<file path="config.mk">
export PLATFORM = sky130hd
export DESIGN_NAME = gpio_top
export DESIGN_NICKNAME = d
export VERILOG_FILES = /design/src/hw/gpio_pkg.sv /design/src/hw/gpio_bus_port.sv /design/src/hw/gpio_pad_stage.sv /design/src/hw/gpio_regs.sv /design/src/hw/gpio_top.sv
export SDC_FILE = /design/constraint.sdc
export NUM_CORES = 1
export LEC_CHECK = 0
export BUFFER_PORTS_ARGS = -buffer_cell sky130_fd_sc_hd__clkbuf_2
export CORE_MARGIN = 1.5
export CORE_UTILIZATION = 45
export DETAILED_ROUTE_END_ITERATION = 10
export PLACE_DENSITY = 0.8
export SYNTH_ARGS = -nofsm -noshare
export SYNTH_HDL_FRONTEND = slang
export SYNTH_SLANG_ARGS = --single-unit
</file>
<file path="constraint.sdc">
create_clock -name clk -period 2.5 [get_ports clk]
set_input_delay 0.5 -clock clk [delete_from_list [all_inputs] [get_ports clk]]
set_output_delay 0.5 -clock clk [all_outputs]
set_load 0.03 [all_outputs]
</file>
<file path="src/hw/gpio_pkg.sv">
package gpio_pkg;

    localparam int ADDR_W = 32;
    localparam int DATA_W = 32;
    localparam int SEL_W  = 4;      // one select bit per byte lane

    // register offsets inside the 256-byte page
    localparam logic [7:0] OFF_DATA = 8'h00;
    localparam logic [7:0] OFF_ENA  = 8'h04;
    localparam logic [7:0] OFF_PU   = 8'h08;
    localparam logic [7:0] OFF_PD   = 8'h0c;
    localparam logic [7:0] OFF_IN   = 8'h10;

    typedef enum logic [2:0] {
        REG_DATA = 3'd0,
        REG_ENA  = 3'd1,
        REG_PU   = 3'd2,
        REG_PD   = 3'd3,
        REG_IN   = 3'd4,
        REG_NONE = 3'd5             // any other offset inside the page
    } gpio_reg_e;

    // full width reset values, trimmed to the pin count where used
    localparam logic [31:0] RST_DATA = 32'h0000_0000;
    localparam logic [31:0] RST_ENA  = 32'hffff_ffff;  // all pins start as inputs
    localparam logic [31:0] RST_PU   = 32'h0000_0000;
    localparam logic [31:0] RST_PD   = 32'h0000_0000;

endpackage

</file>
<file path="src/hw/gpio_bus_port.sv">
module gpio_bus_port #(
    parameter logic [31:0] BASE_ADR = 32'h2100_0000
) (
    input  logic                          clk,
    input  logic                          resetn,

    input  logic [gpio_pkg::ADDR_W-1:0]   wb_adr_i,
    input  logic                          wb_cyc_i,
    input  logic                          wb_stb_i,
    input  logic                          wb_we_i,
    output logic                          wb_ack_o,

    output logic                          acc_o,
    output logic                          we_o,
    output gpio_pkg::gpio_reg_e           reg_o
);

    logic page_hit;
    logic req;
    logic ack_q;

    // only the page number takes part in the match
    assign page_hit = (wb_adr_i[gpio_pkg::ADDR_W-1:8] == BASE_ADR[gpio_pkg::ADDR_W-1:8]);
    assign req      = wb_cyc_i && wb_stb_i;

    // the cycle after an ack is never an accept, so a held strobe gets one transfer per two cycles
    assign acc_o = req && page_hit && !ack_q;
    assign we_o  = wb_we_i;    // qualified by acc_o in the register block

    always_comb begin
        case (wb_adr_i[7:0])
            gpio_pkg::OFF_DATA: reg_o = gpio_pkg::REG_DATA;
            gpio_pkg::OFF_ENA:  reg_o = gpio_pkg::REG_ENA;
            gpio_pkg::OFF_PU:   reg_o = gpio_pkg::REG_PU;
            gpio_pkg::OFF_PD:   reg_o = gpio_pkg::REG_PD;
            gpio_pkg::OFF_IN:   reg_o = gpio_pkg::REG_IN;
            default:            reg_o = gpio_pkg::REG_NONE;
        endcase
    end

    always_ff @(posedge clk) begin
        if (!resetn) begin
            ack_q <= 1'b0;
        end else begin
            ack_q <= acc_o;    // one cycle after the accept edge
        end
    end

    assign wb_ack_o = ack_q;

    // a single accepted request never produces a second ack
    a_ack_single : assert property (
        @(posedge clk) disable iff (!resetn)
        wb_ack_o |=> !wb_ack_o
    );

    // an accept is answered while the master still holds its cycle open
    a_acc_answered : assert property (
        @(posedge clk) disable iff (!resetn)
        acc_o |-> wb_cyc_i ##1 (wb_ack_o && wb_cyc_i)
    );

endmodule

</file>
<file path="src/hw/gpio_pad_stage.sv">
module gpio_pad_stage #(
    parameter int NUM_PINS = 8
) (
    input  logic                  clk,
    input  logic                  resetn,

    input  logic [NUM_PINS-1:0]   pad_i,
    input  logic [NUM_PINS-1:0]   data_i,
    input  logic [NUM_PINS-1:0]   ena_i,
    input  logic [NUM_PINS-1:0]   pu_i,
    input  logic [NUM_PINS-1:0]   pd_i,

    output logic [NUM_PINS-1:0]   in_sync_o,
    output logic [NUM_PINS-1:0]   gpio_o,
    output logic [NUM_PINS-1:0]   gpio_oeb_o,
    output logic [NUM_PINS-1:0]   gpio_pu_o,
    output logic [NUM_PINS-1:0]   gpio_pd_o
);

    logic [NUM_PINS-1:0] meta_q;
    logic [NUM_PINS-1:0] sync_q;
    logic [NUM_PINS-1:0] in_mode;

    // pads change with no relation to clk
    always_ff @(posedge clk) begin
        if (!resetn) begin
            meta_q <= '0;
            sync_q <= '0;
        end else begin
            meta_q <= pad_i;
            sync_q <= meta_q;
        end
    end

    assign in_sync_o = sync_q;

    // an enable bit of one leaves the pin undriven
    assign in_mode = ena_i;

    assign gpio_o     = data_i;
    assign gpio_oeb_o = ena_i;

    // pulls only act on input pins, and the pull-up wins
    assign gpio_pu_o = pu_i & in_mode;
    assign gpio_pd_o = pd_i & in_mode & ~pu_i;

    // both pulls on one pin would short the pad bias network
    a_pull_exclusive : assert property (
        @(posedge clk) disable iff (!resetn)
        (gpio_pu_o & gpio_pd_o) == '0
    );

endmodule

</file>
<file path="src/hw/gpio_regs.sv">
module gpio_regs #(
    parameter int NUM_PINS = 8
) (
    input  logic                          clk,
    input  logic                          resetn,

    input  logic                          acc_i,
    input  logic                          we_i,
    input  gpio_pkg::gpio_reg_e           reg_i,
    input  logic [gpio_pkg::SEL_W-1:0]    sel_i,
    input  logic [gpio_pkg::DATA_W-1:0]   wdata_i,
    input  logic [NUM_PINS-1:0]           in_sync_i,

    output logic [gpio_pkg::DATA_W-1:0]   rdata_o,
    output logic [NUM_PINS-1:0]           data_o,
    output logic [NUM_PINS-1:0]           ena_o,
    output logic [NUM_PINS-1:0]           pu_o,
    output logic [NUM_PINS-1:0]           pd_o
);

    if (NUM_PINS < 1 || NUM_PINS > 32) begin : g_pin_check
        $error("gpio_regs supports 1 to 32 pins");
    end

    logic [NUM_PINS-1:0]         data_q;
    logic [NUM_PINS-1:0]         ena_q;
    logic [NUM_PINS-1:0]         pu_q;
    logic [NUM_PINS-1:0]         pd_q;
    logic [gpio_pkg::DATA_W-1:0] rd_val;
    logic [gpio_pkg::DATA_W-1:0] rdata_q;
    logic                        wr;

    // each pin bit belongs to the byte lane it sits in
    function automatic logic [NUM_PINS-1:0] lane_merge(
        input logic [NUM_PINS-1:0]         old_v,
        input logic [gpio_pkg::DATA_W-1:0] new_v,
        input logic [gpio_pkg::SEL_W-1:0]  sel
    );
        logic [NUM_PINS-1:0] res;
        res = old_v;
        for (int i = 0; i < NUM_PINS; i++) begin
            if (sel[i / 8]) begin
                res[i] = new_v[i];
            end
        end
        return res;
    endfunction

    assign wr = acc_i && we_i;

    always_ff @(posedge clk) begin
        if (!resetn) begin
            data_q <= gpio_pkg::RST_DATA[NUM_PINS-1:0];
            ena_q  <= gpio_pkg::RST_ENA[NUM_PINS-1:0];
            pu_q   <= gpio_pkg::RST_PU[NUM_PINS-1:0];
            pd_q   <= gpio_pkg::RST_PD[NUM_PINS-1:0];
        end else if (wr) begin
            case (reg_i)
                gpio_pkg::REG_DATA: begin
                    data_q <= lane_merge(data_q, wdata_i, sel_i);
                end
                gpio_pkg::REG_ENA: begin
                    ena_q <= lane_merge(ena_q, wdata_i, sel_i);
                end
                gpio_pkg::REG_PU: begin
                    pu_q <= lane_merge(pu_q, wdata_i, sel_i);
                end
                gpio_pkg::REG_PD: begin
                    pd_q <= lane_merge(pd_q, wdata_i, sel_i);
                end
                default: begin
                    // IN is read only and unmapped offsets hold nothing
                end
            endcase
        end
    end

    // bits at and above the pin count stay zero
    always_comb begin
        rd_val = '0;
        case (reg_i)
            gpio_pkg::REG_DATA: rd_val[NUM_PINS-1:0] = data_q;
            gpio_pkg::REG_ENA:  rd_val[NUM_PINS-1:0] = ena_q;
            gpio_pkg::REG_PU:   rd_val[NUM_PINS-1:0] = pu_q;
            gpio_pkg::REG_PD:   rd_val[NUM_PINS-1:0] = pd_q;
            gpio_pkg::REG_IN:   rd_val[NUM_PINS-1:0] = in_sync_i;
            default:            rd_val = '0;
        endcase
    end

    // captured on the accept edge so it is valid during ack
    always_ff @(posedge clk) begin
        if (acc_i) begin
            rdata_q <= rd_val;    // the old value on a write, like a read-before-write
        end
    end

    assign rdata_o = rdata_q;
    assign data_o  = data_q;
    assign ena_o   = ena_q;
    assign pu_o    = pu_q;
    assign pd_o    = pd_q;

    // the index comes from the bus port decode and must be settled on an accept
    a_reg_known : assert property (
        @(posedge clk) disable iff (!resetn)
        acc_i |-> !$isunknown(reg_i)
    );

endmodule

</file>
<file path="src/hw/gpio_top.sv">
module gpio_top #(
    parameter int          NUM_PINS = 8,
    parameter logic [31:0] BASE_ADR = 32'h2100_0000
) (
    input  logic                          clk,
    input  logic                          resetn,

    input  logic [gpio_pkg::ADDR_W-1:0]   wb_adr_i,
    input  logic [gpio_pkg::DATA_W-1:0]   wb_dat_i,
    input  logic [gpio_pkg::SEL_W-1:0]    wb_sel_i,
    input  logic                          wb_cyc_i,
    input  logic                          wb_stb_i,
    input  logic                          wb_we_i,
    output logic [gpio_pkg::DATA_W-1:0]   wb_dat_o,
    output logic                          wb_ack_o,

    input  logic [NUM_PINS-1:0]           gpio_in_pad_i,
    output logic [NUM_PINS-1:0]           gpio_o,
    output logic [NUM_PINS-1:0]           gpio_oeb_o,
    output logic [NUM_PINS-1:0]           gpio_pu_o,
    output logic [NUM_PINS-1:0]           gpio_pd_o
);

    logic                acc;
    logic                we;
    gpio_pkg::gpio_reg_e reg_idx;
    logic [NUM_PINS-1:0] data_q;
    logic [NUM_PINS-1:0] ena_q;
    logic [NUM_PINS-1:0] pu_q;
    logic [NUM_PINS-1:0] pd_q;
    logic [NUM_PINS-1:0] in_sync;

    gpio_bus_port #(
        .BASE_ADR (BASE_ADR)
    ) u_bus_port (
        .clk      (clk),
        .resetn   (resetn),
        .wb_adr_i (wb_adr_i),
        .wb_cyc_i (wb_cyc_i),
        .wb_stb_i (wb_stb_i),
        .wb_we_i  (wb_we_i),
        .wb_ack_o (wb_ack_o),
        .acc_o    (acc),
        .we_o     (we),
        .reg_o    (reg_idx)
    );

    gpio_regs #(
        .NUM_PINS (NUM_PINS)
    ) u_regs (
        .clk       (clk),
        .resetn    (resetn),
        .acc_i     (acc),
        .we_i      (we),
        .reg_i     (reg_idx),
        .sel_i     (wb_sel_i),
        .wdata_i   (wb_dat_i),
        .in_sync_i (in_sync),
        .rdata_o   (wb_dat_o),
        .data_o    (data_q),
        .ena_o     (ena_q),
        .pu_o      (pu_q),
        .pd_o      (pd_q)
    );

    gpio_pad_stage #(
        .NUM_PINS (NUM_PINS)
    ) u_pad_stage (
        .clk        (clk),
        .resetn     (resetn),
        .pad_i      (gpio_in_pad_i),
        .data_i     (data_q),
        .ena_i      (ena_q),
        .pu_i       (pu_q),
        .pd_i       (pd_q),
        .in_sync_o  (in_sync),
        .gpio_o     (gpio_o),
        .gpio_oeb_o (gpio_oeb_o),
        .gpio_pu_o  (gpio_pu_o),
        .gpio_pd_o  (gpio_pd_o)
    );

endmodule
</file>
==> results of run 1 <==
[flip-flops by register name, indices dropped and copies added, names as in the netlist]
register,flops
u_regs.pd_o,8
u_pad_stage.meta_q,8
u_regs.data_o,8
u_pad_stage.in_sync_o,8
u_regs.pu_o,8
u_regs.rdata_o,8
u_regs.ena_o,8
u_bus_port.wb_ack_o,1
[metrics by stage]
stage / util, % / hold WS [ns] / setup slack (ns)
floorplan: - / 0.412 / 0.580
global placement: 54.5 / 0.416 / 0.392
detailed placement: 54.5 / 0.422 / 0.322
CTS: 57.7 / 0.364 / 0.657
global route: 57.7 / 0.379 / 0.583
finish: 57.7 / 0.374 / 0.657
[metal layers]
metal / share of wire (%) / vias to the layer above
li1: - / 1144
met1: 44 / 1052
met5: 0 / -
met4: 2.0 / 0
met2: 49 / 78
met3: 5.3 / 13
[power by group through the flow]
stage               Clock, mW  Sequential [mW]  Combinational [mW]
finish                  0.824            0.941               0.178
global placement            0            0.961               0.172
global route            0.874            0.941               0.195
floorplan                   0            0.960               0.142
detailed placement          0            0.961               0.176
CTS                     0.831            0.941               0.177
[critical path, delay by kind of cell]
family,cells,cell delay [ns]
buffers and inverters,1,0.08
muxes,1,0.30
and+or+nand+nor,3,1.21
[kinds of logic (layout without fill, tap and decap cells)]
family / Yosys count / after routing / share of synthesized area (%)
compound gates: 15 / 15 / 3.01
buf+inv: 38 / 118 / 8.82
other cells: 1 / 24 / 0.135
flops: 57 / 57 / 43.9
mux: 47 / 47 / 17.4
simple gates: 131 / 131 / 26.7
[placed cells by master (no fill, tap or decap), types with 3 or more instances in the layout]
master and instances:
a21oi_1 7, and2_1 25, buf_4 8, clkbuf_1 3, clkbuf_2 94, clkbuf_8 10
conb_1 24, dfxtp_1 49, edfxtp_1 8, mux2i_1 45, nand2_1 42, nor2_1 16
nor2b_1 19, nor3_1 3, nor4_1 6, nor4b_1 6, o22ai_1 6
[cell type report]
cell class,instances,area (um2)
tap,75,93.8
sequential,57,1220
clock inverter,3,40.0
clock buffer,13,149
timing repair buffer,102,531
multi-input combinational,217,1400
fill,559,2520
[worst min-delay path by stage]
stage                          start                  endpoint  slack (ns)
2_1_floorplan  u_pad_stage.meta_q[0]  u_pad_stage.in_sync_o[0]        0.41
4_1_cts             gpio_in_pad_i[3]     u_pad_stage.meta_q[3]        0.36
6_report            gpio_in_pad_i[3]     u_pad_stage.meta_q[3]        0.37
3_3_place_gp   u_pad_stage.meta_q[0]  u_pad_stage.in_sync_o[0]        0.42
5_1_grt             gpio_in_pad_i[5]     u_pad_stage.meta_q[5]        0.38
3_5_place_dp   u_pad_stage.meta_q[7]  u_pad_stage.in_sync_o[7]        0.42
==> results.toml, run 1 <==
[sta]
fmax_mhz = 542
finalCritPeriodShare_pct = 73.7
rsz0062_at_grt = "false"
fin_setup_tns_ns = 0
final.setup_skew_ns = 0.00770
finalSetupViolCount = 0
max-slew-margin-rel_pct = 59.5
layout_min_cycle_time_ns = 1.84
drv_slew = 0
hold_viol = 0
worst_pin_slew_ns = 0.608

[hold_path]
hold_class = "input pin to flop"
worstHoldPathCells = 2

[global_routing]
grt_pass1_vias = 2147
gr-usage-met1_pct = 23.8
grtUsageMet3_pct = 4.78
antenna_found_initial = 0
use_met2_pct = 32.8
grt_pass1_wl_um = 9850
busiest_layer = "met2"
globalRouteOverflowTotal = 0
grt_start_max_net_pins = 35
track_usage_pct = 19.9

[placed_design]
place_hpwl_um = 4710
gp_congestion = 0.839
port_buffers = 94
dpl_cell_area_um2 = 3250
dp_cells = 451

[worst_setup_path]
crit_start = "wb_adr_i[0]"
cp-end-kind = "flop"
crit_end = "u_regs.pu_o[2]"
cp.arrival_ns = 2.09
rrSetupSlack_ns = 0.80
r2r_start = "u_bus_port.wb_ack_o"
rr_endpoint = "u_regs.pu_o[2]"
cp_max_fo = 8
crit_required_ns = 2.75
max_stage_delay_ns = 0.58
worstSetupStartpointType = "input pin"
reg2regPathDepth = 4
crit_slowest_cell = "or4_4"
crit_type = "input pin to flop"
cp_cell_sequence = "clkbuf_2, or4_4, nor3_2, nand4_2, mux2i_1"

[floorplanning]
core-area_um2 = 5960
num_rows = 28
start_util_pct = 46.7
fp.dieW_um = 81.6
io_pins = 146
die-height_um = 81.6
die_area_um2 = 6660

[cts]
cts_tree = "yes"
numCtsBuffers = 9
cts_sinks = 57
clock_latency_ns = 0.33
postCtsSetupBuffers = 0
cts-root-buf = "clkbuf_8"
clockBufferDepth = 2
ctsHoldBuffers = 0
clk_pin_slew_ns = 0.07
post_cts_resized = 0
ctsHtreeMaxLevel = 3

[logic_synthesis]
synth_edf_count = 8
synthesis.area_um2 = 2780
ys.flop_type = "dfxtp_1"
synthArstFlopShare_pct = 0
synth_top_area_cell = "dfxtp_1"
yosysMostFrequentCell = "dfxtp_1"
synthTopCellsByCount = "dfxtp_1, mux2i_1, nand2_1, and2_1, buf_4"
synth_top_area_share_pct = 35.3
ys_warn_count = 0
ys_types = 33
synth.area.top_cells = "dfxtp_1, mux2i_1, edfxtp_1"
synth-seq-area-share_pct = 43.9
ys_ff_latch = 57
synth.avg_cell_area_um2 = 9.62
syn_inst = 289

[routing]
viasPerCell = 4.90
num_vias = 2287
drtIter0Drc = 108
drc_errors = 0
ant_nets = 0
drt_wl_total_um = 6370
detail_route.wl_per_cell_um = 13.6
first_pass_iters = 4

[cells_and_area]
post-route-cell-area_um2 = 3440
drive_gt1_share_pct = 31.1
area_growth_pct = 23.5
n_antenna_cell = 0
final_nets = 468
stdcell_count = 467

[power_and_ir_drop]
ir_drop_mv = 0.392
clockPowerShare_pct = 42.4
power_mw = 1.94
leakage_nw = 1.61
powerDensity_nw_per_um2 = 566
seqPwrFrac_pct = 48.4
internal-power_mw = 1.49
pwr-share-comb_pct = 9.2
p_switching_mw = 0.456
sw_frac_of_total_pct = 23.4

[status]
status = "completed"

[run]
drv_cap = 0
Note: power is estimated with default switching activity, not from simulation.
==> inputs of run 2 (changes only) <==
==> constraint.sdc (replaced) <==
create_clock -name clk -period 1.7 [get_ports clk]
set_input_delay 0.34 -clock clk [delete_from_list [all_inputs] [get_ports clk]]
set_output_delay 0.34 -clock clk [all_outputs]
set_load 0.03 [all_outputs]
==> results.toml, run 2 (synthesis gave the netlist of run 1 again) <==
[placed_design]
port_buffers = 94
gp_congestion = 0.840
place_hpwl_um = 4850

[cells_and_area]
final_common_cell = "clkbuf_2"
fillers = 545
final_cell_mix = "clkbuf_2, dfxtp_1, mux2i_1, nand2_1, and2_1"
n_antenna_cell = 0
drive_gt1_share_pct = 32.9
final_nets = 474
area_growth_pct = 26.6

[global_routing]
track_usage_pct = 20.6
grt_pass1_vias = 2179
grt_start_max_net_pins = 66
grt_pass1_wl_um = 10100
antenna_found_initial = 0
globalRouteOverflowTotal = 0

[worst_setup_path]
worstSetupStartpointType = "input pin"
rr_endpoint = "u_regs.ena_o[1]"
crit_type = "input pin to flop"
cp.buffers_inverters = 2
max_stage_delay_ns = 0.57
rrSetupSlack_ns = 0.11
cp_num_cells = 6
r2r_start = "u_bus_port.wb_ack_o"
cp.arrival_ns = 1.88
crit_required_ns = 1.96
cpLargestDelayFamily = "simple AND/OR/NAND/NOR gates"
cp_max_fo = 4
reg2regPathDepth = 5
cp-end-kind = "flop"
cp_cell_sequence = "clkbuf_2, or4_4, nor3b_4, and4b_1, buf_4, mux2i_1"
crit_slowest_cell = "or4_4"

[floorplanning]
core-area_um2 = 5960
die-height_um = 81.6
io_pins = 146
fp.dieW_um = 81.6
die_area_um2 = 6660
start_util_pct = 46.7
num_rows = 28

[sta]
rsz0062_at_grt = "false"
fin_setup_tns_ns = 0
hold_viol = 0
final.setup_skew_ns = 0.00603
layout_min_cycle_time_ns = 1.62
finalSetupViolCount = 0
finalCritPeriodShare_pct = 95.3
fmax_mhz = 617
drv_slew = 0

[power_and_ir_drop]
power_mw = 2.94
powerDensity_nw_per_um2 = 835
leakage_nw = 1.65
ir_drop_mv = 0.585

[routing]
drtIter0Drc = 83
viasPerCell = 4.89
first_pass_iters = 4
drc_errors = 0
drt_wl_total_um = 6390
num_vias = 2314
ant_nets = 0
detail_route.wl_per_cell_um = 13.5

[cts]
post_cts_resized = 0
clock_latency_ns = 0.33
cts_sinks = 57
ctsHtreeMaxLevel = 3
ctsHoldBuffers = 0
postCtsSetupBuffers = 0
cts_tree = "yes"
clockBufferDepth = 2
cts-root-buf = "clkbuf_8"
clk_pin_slew_ns = 0.07
numCtsBuffers = 9

[run]
drv_cap = 0

[hold_path]
hold_end = "u_pad_stage.meta_q[7]"
hold_class = "input pin to flop"
min_from = "gpio_in_pad_i[7]"
worstHoldPathCells = 2

[status]
status = "completed"
==> run 2: cell count changes in the layout (fill, tap and decap cells not counted), sizes merged <==
cell / change
bufinv: -1
clkinv: -1
buf: +6
clkbuf: +2
==> run 2: layout make-up <==
type | instances | area, um2 | area share, %
Timing Repair Buffer | 108 | 588 | 16.7
Sequential cell | 57 | 1220 | 34.7
Clock inverter | 1 | 5.00 | 0.142
Multi-Input combinational cell | 217 | 1410 | 39.9
Tap cell | 75 | 93.8 | 2.66
Clock buffer | 15 | 208 | 5.90
==> run 2: through the flow <==
stage / std cells / worst slack (ns) / util (%) / cell area (um2) / hold WS (ns)
floorplan: 312 / -0.0525 / - / 2870 / 0.412
global placement: 457 / -0.227 / 55.6 / 3310 / 0.414
detailed placement: 457 / -0.284 / 55.6 / 3310 / 0.420
CTS: 473 / 0.0701 / 59.1 / 3520 / 0.195
global route: 473 / 0.0271 / 59.1 / 3520 / 0.196
finish: 473 / 0.0802 / 59.1 / 3520 / 0.213
==> run 2: worst max-delay path by stage <==
stage | startpoint | endpoint
floorplan | wb_adr_i[0] | u_regs.ena_o[0]
global placement | wb_adr_i[0] | u_regs.ena_o[1]
detailed placement | wb_adr_i[0] | u_regs.ena_o[1]
CTS | wb_adr_i[0] | u_regs.ena_o[1]
global route | wb_adr_i[0] | u_regs.ena_o[2]
finish | wb_adr_i[0] | u_regs.ena_o[1]
==> run 2: power by group <==
group / switching (mW) / internal (mW) / total, mW
Combinational: 0.166 / 0.0987 / 0.264
Sequential: 0.00431 / 1.38 / 1.38
Clock: 0.518 / 0.776 / 1.29
==> run 2: routing by layer <==
metal	GRT usage (%)	vias up	share of wire (%)
li1	-	1157	-
met1	23.3	1074	42
met2	35.7	75	51
met3	7.33	8	6.3
met4	7.63	0	0.97
met5	0	-	0
==> run 2: worst reg2reg max path, cell delays in order (launching register included) <==
cell     delay, ns
dfxtp_1       0.32
nor4b_1       0.23
and4_1        0.35
and4b_1       0.26
buf_4         0.17
mux2i_1       0.20
==> inputs of run 3 (changes only) <==
--- a/config.mk
+++ b/config.mk
@@ -7,9 +7,10 @@
 export LEC_CHECK = 0
 export BUFFER_PORTS_ARGS = -buffer_cell sky130_fd_sc_hd__clkbuf_2
 export CORE_MARGIN = 1.5
-export CORE_UTILIZATION = 45
+export CORE_UTILIZATION = 46
 export DETAILED_ROUTE_END_ITERATION = 10
-export PLACE_DENSITY = 0.8
+export PLACE_DENSITY = 0.81
 export SYNTH_ARGS = -nofsm -noshare
 export SYNTH_HDL_FRONTEND = slang
+export SYNTH_HIERARCHICAL = 1
 export SYNTH_SLANG_ARGS = --single-unit
==> results.toml, run 3 <==
[status]
status = "finished, violations left"
violations = "negative setup slack"

[worst_setup_path]
reg2regPathDepth = 7
crit_type = "input pin to flop"
cp.arrival_ns = 2.25
crit_required_ns = 1.95
r2r_start = "u_bus_port/wb_ack_o"
rrSetupSlack_ns = -0.17
worstSetupStartpointType = "input pin"
rr_endpoint = "u_regs/pu_o[6]"
cp-end-kind = "flop"
cp_max_fo = 8

[cts]
ctsHoldBuffers = 0
numCtsBuffers = 9
cts-root-buf = "clkbuf_8"
clk_pin_slew_ns = 0.06
cts_sinks = 57
clock_latency_ns = 0.34
clockBufferDepth = 2
cts_tree = "yes"
ctsHtreeMaxLevel = 3

[floorplanning]
start_util_pct = 48.1
fp.dieW_um = 82.1
num_rows = 28
io_pins = 146
die-height_um = 82.1
die_area_um2 = 6750
core-area_um2 = 5990

[logic_synthesis]
synth_compound_area_share_pct = 6.34
synthesis.area_um2 = 2880
ys_warn_count = 6
synthSimpleGateAreaFrac_pct = 23.0
ys_types = 34
syn_inst = 288
synthArstFlopShare_pct = 0
synth_edf_count = 8
synth_top_family_by_area = "simple AND/OR/NAND/NOR gates"
synthMuxAreaShare_pct = 14.2
ys_ff_latch = 57
synth.area.top_cells = "dfxtp_1, mux2i_1, buf_4"
synthAdderAreaFrac_pct = 0
synth_top_area_cell = "dfxtp_1"
yosysMostFrequentCell = "dfxtp_1"
synthTopCellsByCount = "dfxtp_1, buf_4, nand2_1, mux2i_1, nor2b_1"
synth-seq-area-share_pct = 42.4
synth_top_area_share_pct = 34.1
ys.flop_type = "dfxtp_1"
synth.avg_cell_area_um2 = 10.0
synth_xor_area_share_pct = 0

[power_and_ir_drop]
powerDensity_nw_per_um2 = 805
ir_drop_mv = 0.511
leakage_nw = 1.64

[routing]
drtIter0Drc = 160
drt_wl_total_um = 7010
drc_errors = 0
num_vias = 2328
first_pass_iters = 4
ant_nets = 0
viasPerCell = 5.05
detail_route.wl_per_cell_um = 15.2

[cells_and_area]
stdcell_count = 461
final_cell_mix = "clkbuf_2, dfxtp_1, nand2_1, mux2i_1, conb_1"
n_antenna_cell = 0
area_growth_pct = 28.3
drive_gt1_share_pct = 44.8
final_common_cell = "clkbuf_2"
multiInputGateArea_um2 = 1470
regArea_um2 = 1220
fillers = 480
final_nets = 462

[placed_design]
port_buffers = 94
dp_cells = 440
gp_congestion = 0.837
post-place-ws_ns = -0.662
place_hpwl_um = 4830

[run]
drv_cap = 0

[global_routing]
grt_pass1_wl_um = 9960
grt_pass1_vias = 2078
track_usage_pct = 20.6
antenna_found_initial = 0
grt_start_max_net_pins = 66
globalRouteOverflowTotal = 0

[sta]
finalSetupViolCount = 40
fin_setup_tns_ns = -8.29
rsz0062_at_grt = "true"
fin_ws_ns = -0.296
layout_min_cycle_time_ns = 2.00
fmax_mhz = 501
drv_slew = 0
final.setup_skew_ns = 0.00837
hold_viol = 0
finalCritPeriodShare_pct = 117

[hold_path]
hold_class = "input pin to flop"
worstHoldPathCells = 2
min_from = "gpio_in_pad_i[1]"
hold_end = "u_pad_stage/meta_q[1]"
==> run 3: logic make-up (layout without fill, tap and decap cells) <==
family          count (synthesis)  count (layout)
compound gates                 25              25
buf+inv                        57             132
flops                          57              57
mux                            40              40
other cells                     1              24
simple gates                  108             108
==> run 3: worst max-delay path by stage <==
stage | to | cells after the start | start | slack (ns)
after floorplan | u_regs/rdata_o[2] | 7 | wb_adr_i[0] | -0.46
after global placement | u_regs/data_o[1] | 6 | wb_adr_i[0] | -0.61
after detailed placement | u_regs/rdata_o[7] | 7 | wb_adr_i[0] | -0.66
after CTS | u_regs/ena_o[5] | 7 | wb_adr_i[0] | -0.21
after global routing | u_regs/pu_o[6] | 8 | wb_adr_i[0] | -0.31
final | u_regs/pu_o[6] | 8 | wb_adr_i[0] | -0.30
==> run 3: power by group <==
group | internal, mW | switching [mW]
logic | 0.0856 | 0.140
registers | 1.38 | 0.00461
clock network | 0.864 | 0.501
total | 2.33 | 0.646
==> run 3: worst max-delay path, cell delays in order <==
cell      delay (ns)
clkbuf_2        0.08
or4_4           0.53
a2111o_1        0.37
buf_6           0.17
buf_6           0.11
nor3b_4         0.20
buf_6           0.20
mux2i_1         0.25
==> run 3: area by class of cell <==
cell class	count	area share, %
Inverter	1	0.102
Sequential cell	57	33.1
Clock inverter	3	1.76
Tap cell	75	2.54
Multi-Input combinational cell	197	39.8
Clock buffer	13	4.03
Timing Repair Buffer	115	18.7
==> run 3: per-stage QoR <==
stage	total power [mW]	instance area (um2)	utilization (%)	hold slack (ns)
2_1_floorplan	1.59	2990	-	0.412
3_3_place_gp	1.63	3290	55.0	0.415
3_5_place_dp	1.63	3290	55.0	0.423
4_1_cts	3.00	3620	60.5	0.197
5_1_grt	3.08	3690	61.7	0.214
6_report	2.98	3690	61.7	0.216
==> run 3: repair_timing <==
item	in CTS	in global routing
pin swaps	4	3
gates cloned	1	0
resized for setup	18	13
endpoints found under the setup margin	40	40
buffers inserted	4	1
==> run 3: routing by layer <==
metal | global-route usage (%) | routed length [um] | up-vias
li1 | - | - | 1115
met1 | 23.5 | 2810 | 1099
met2 | 34.3 | 3610 | 97
met3 | 4.84 | 403 | 17
met4 | 13.4 | 192 | 0
met5 | 0 | 0 | -
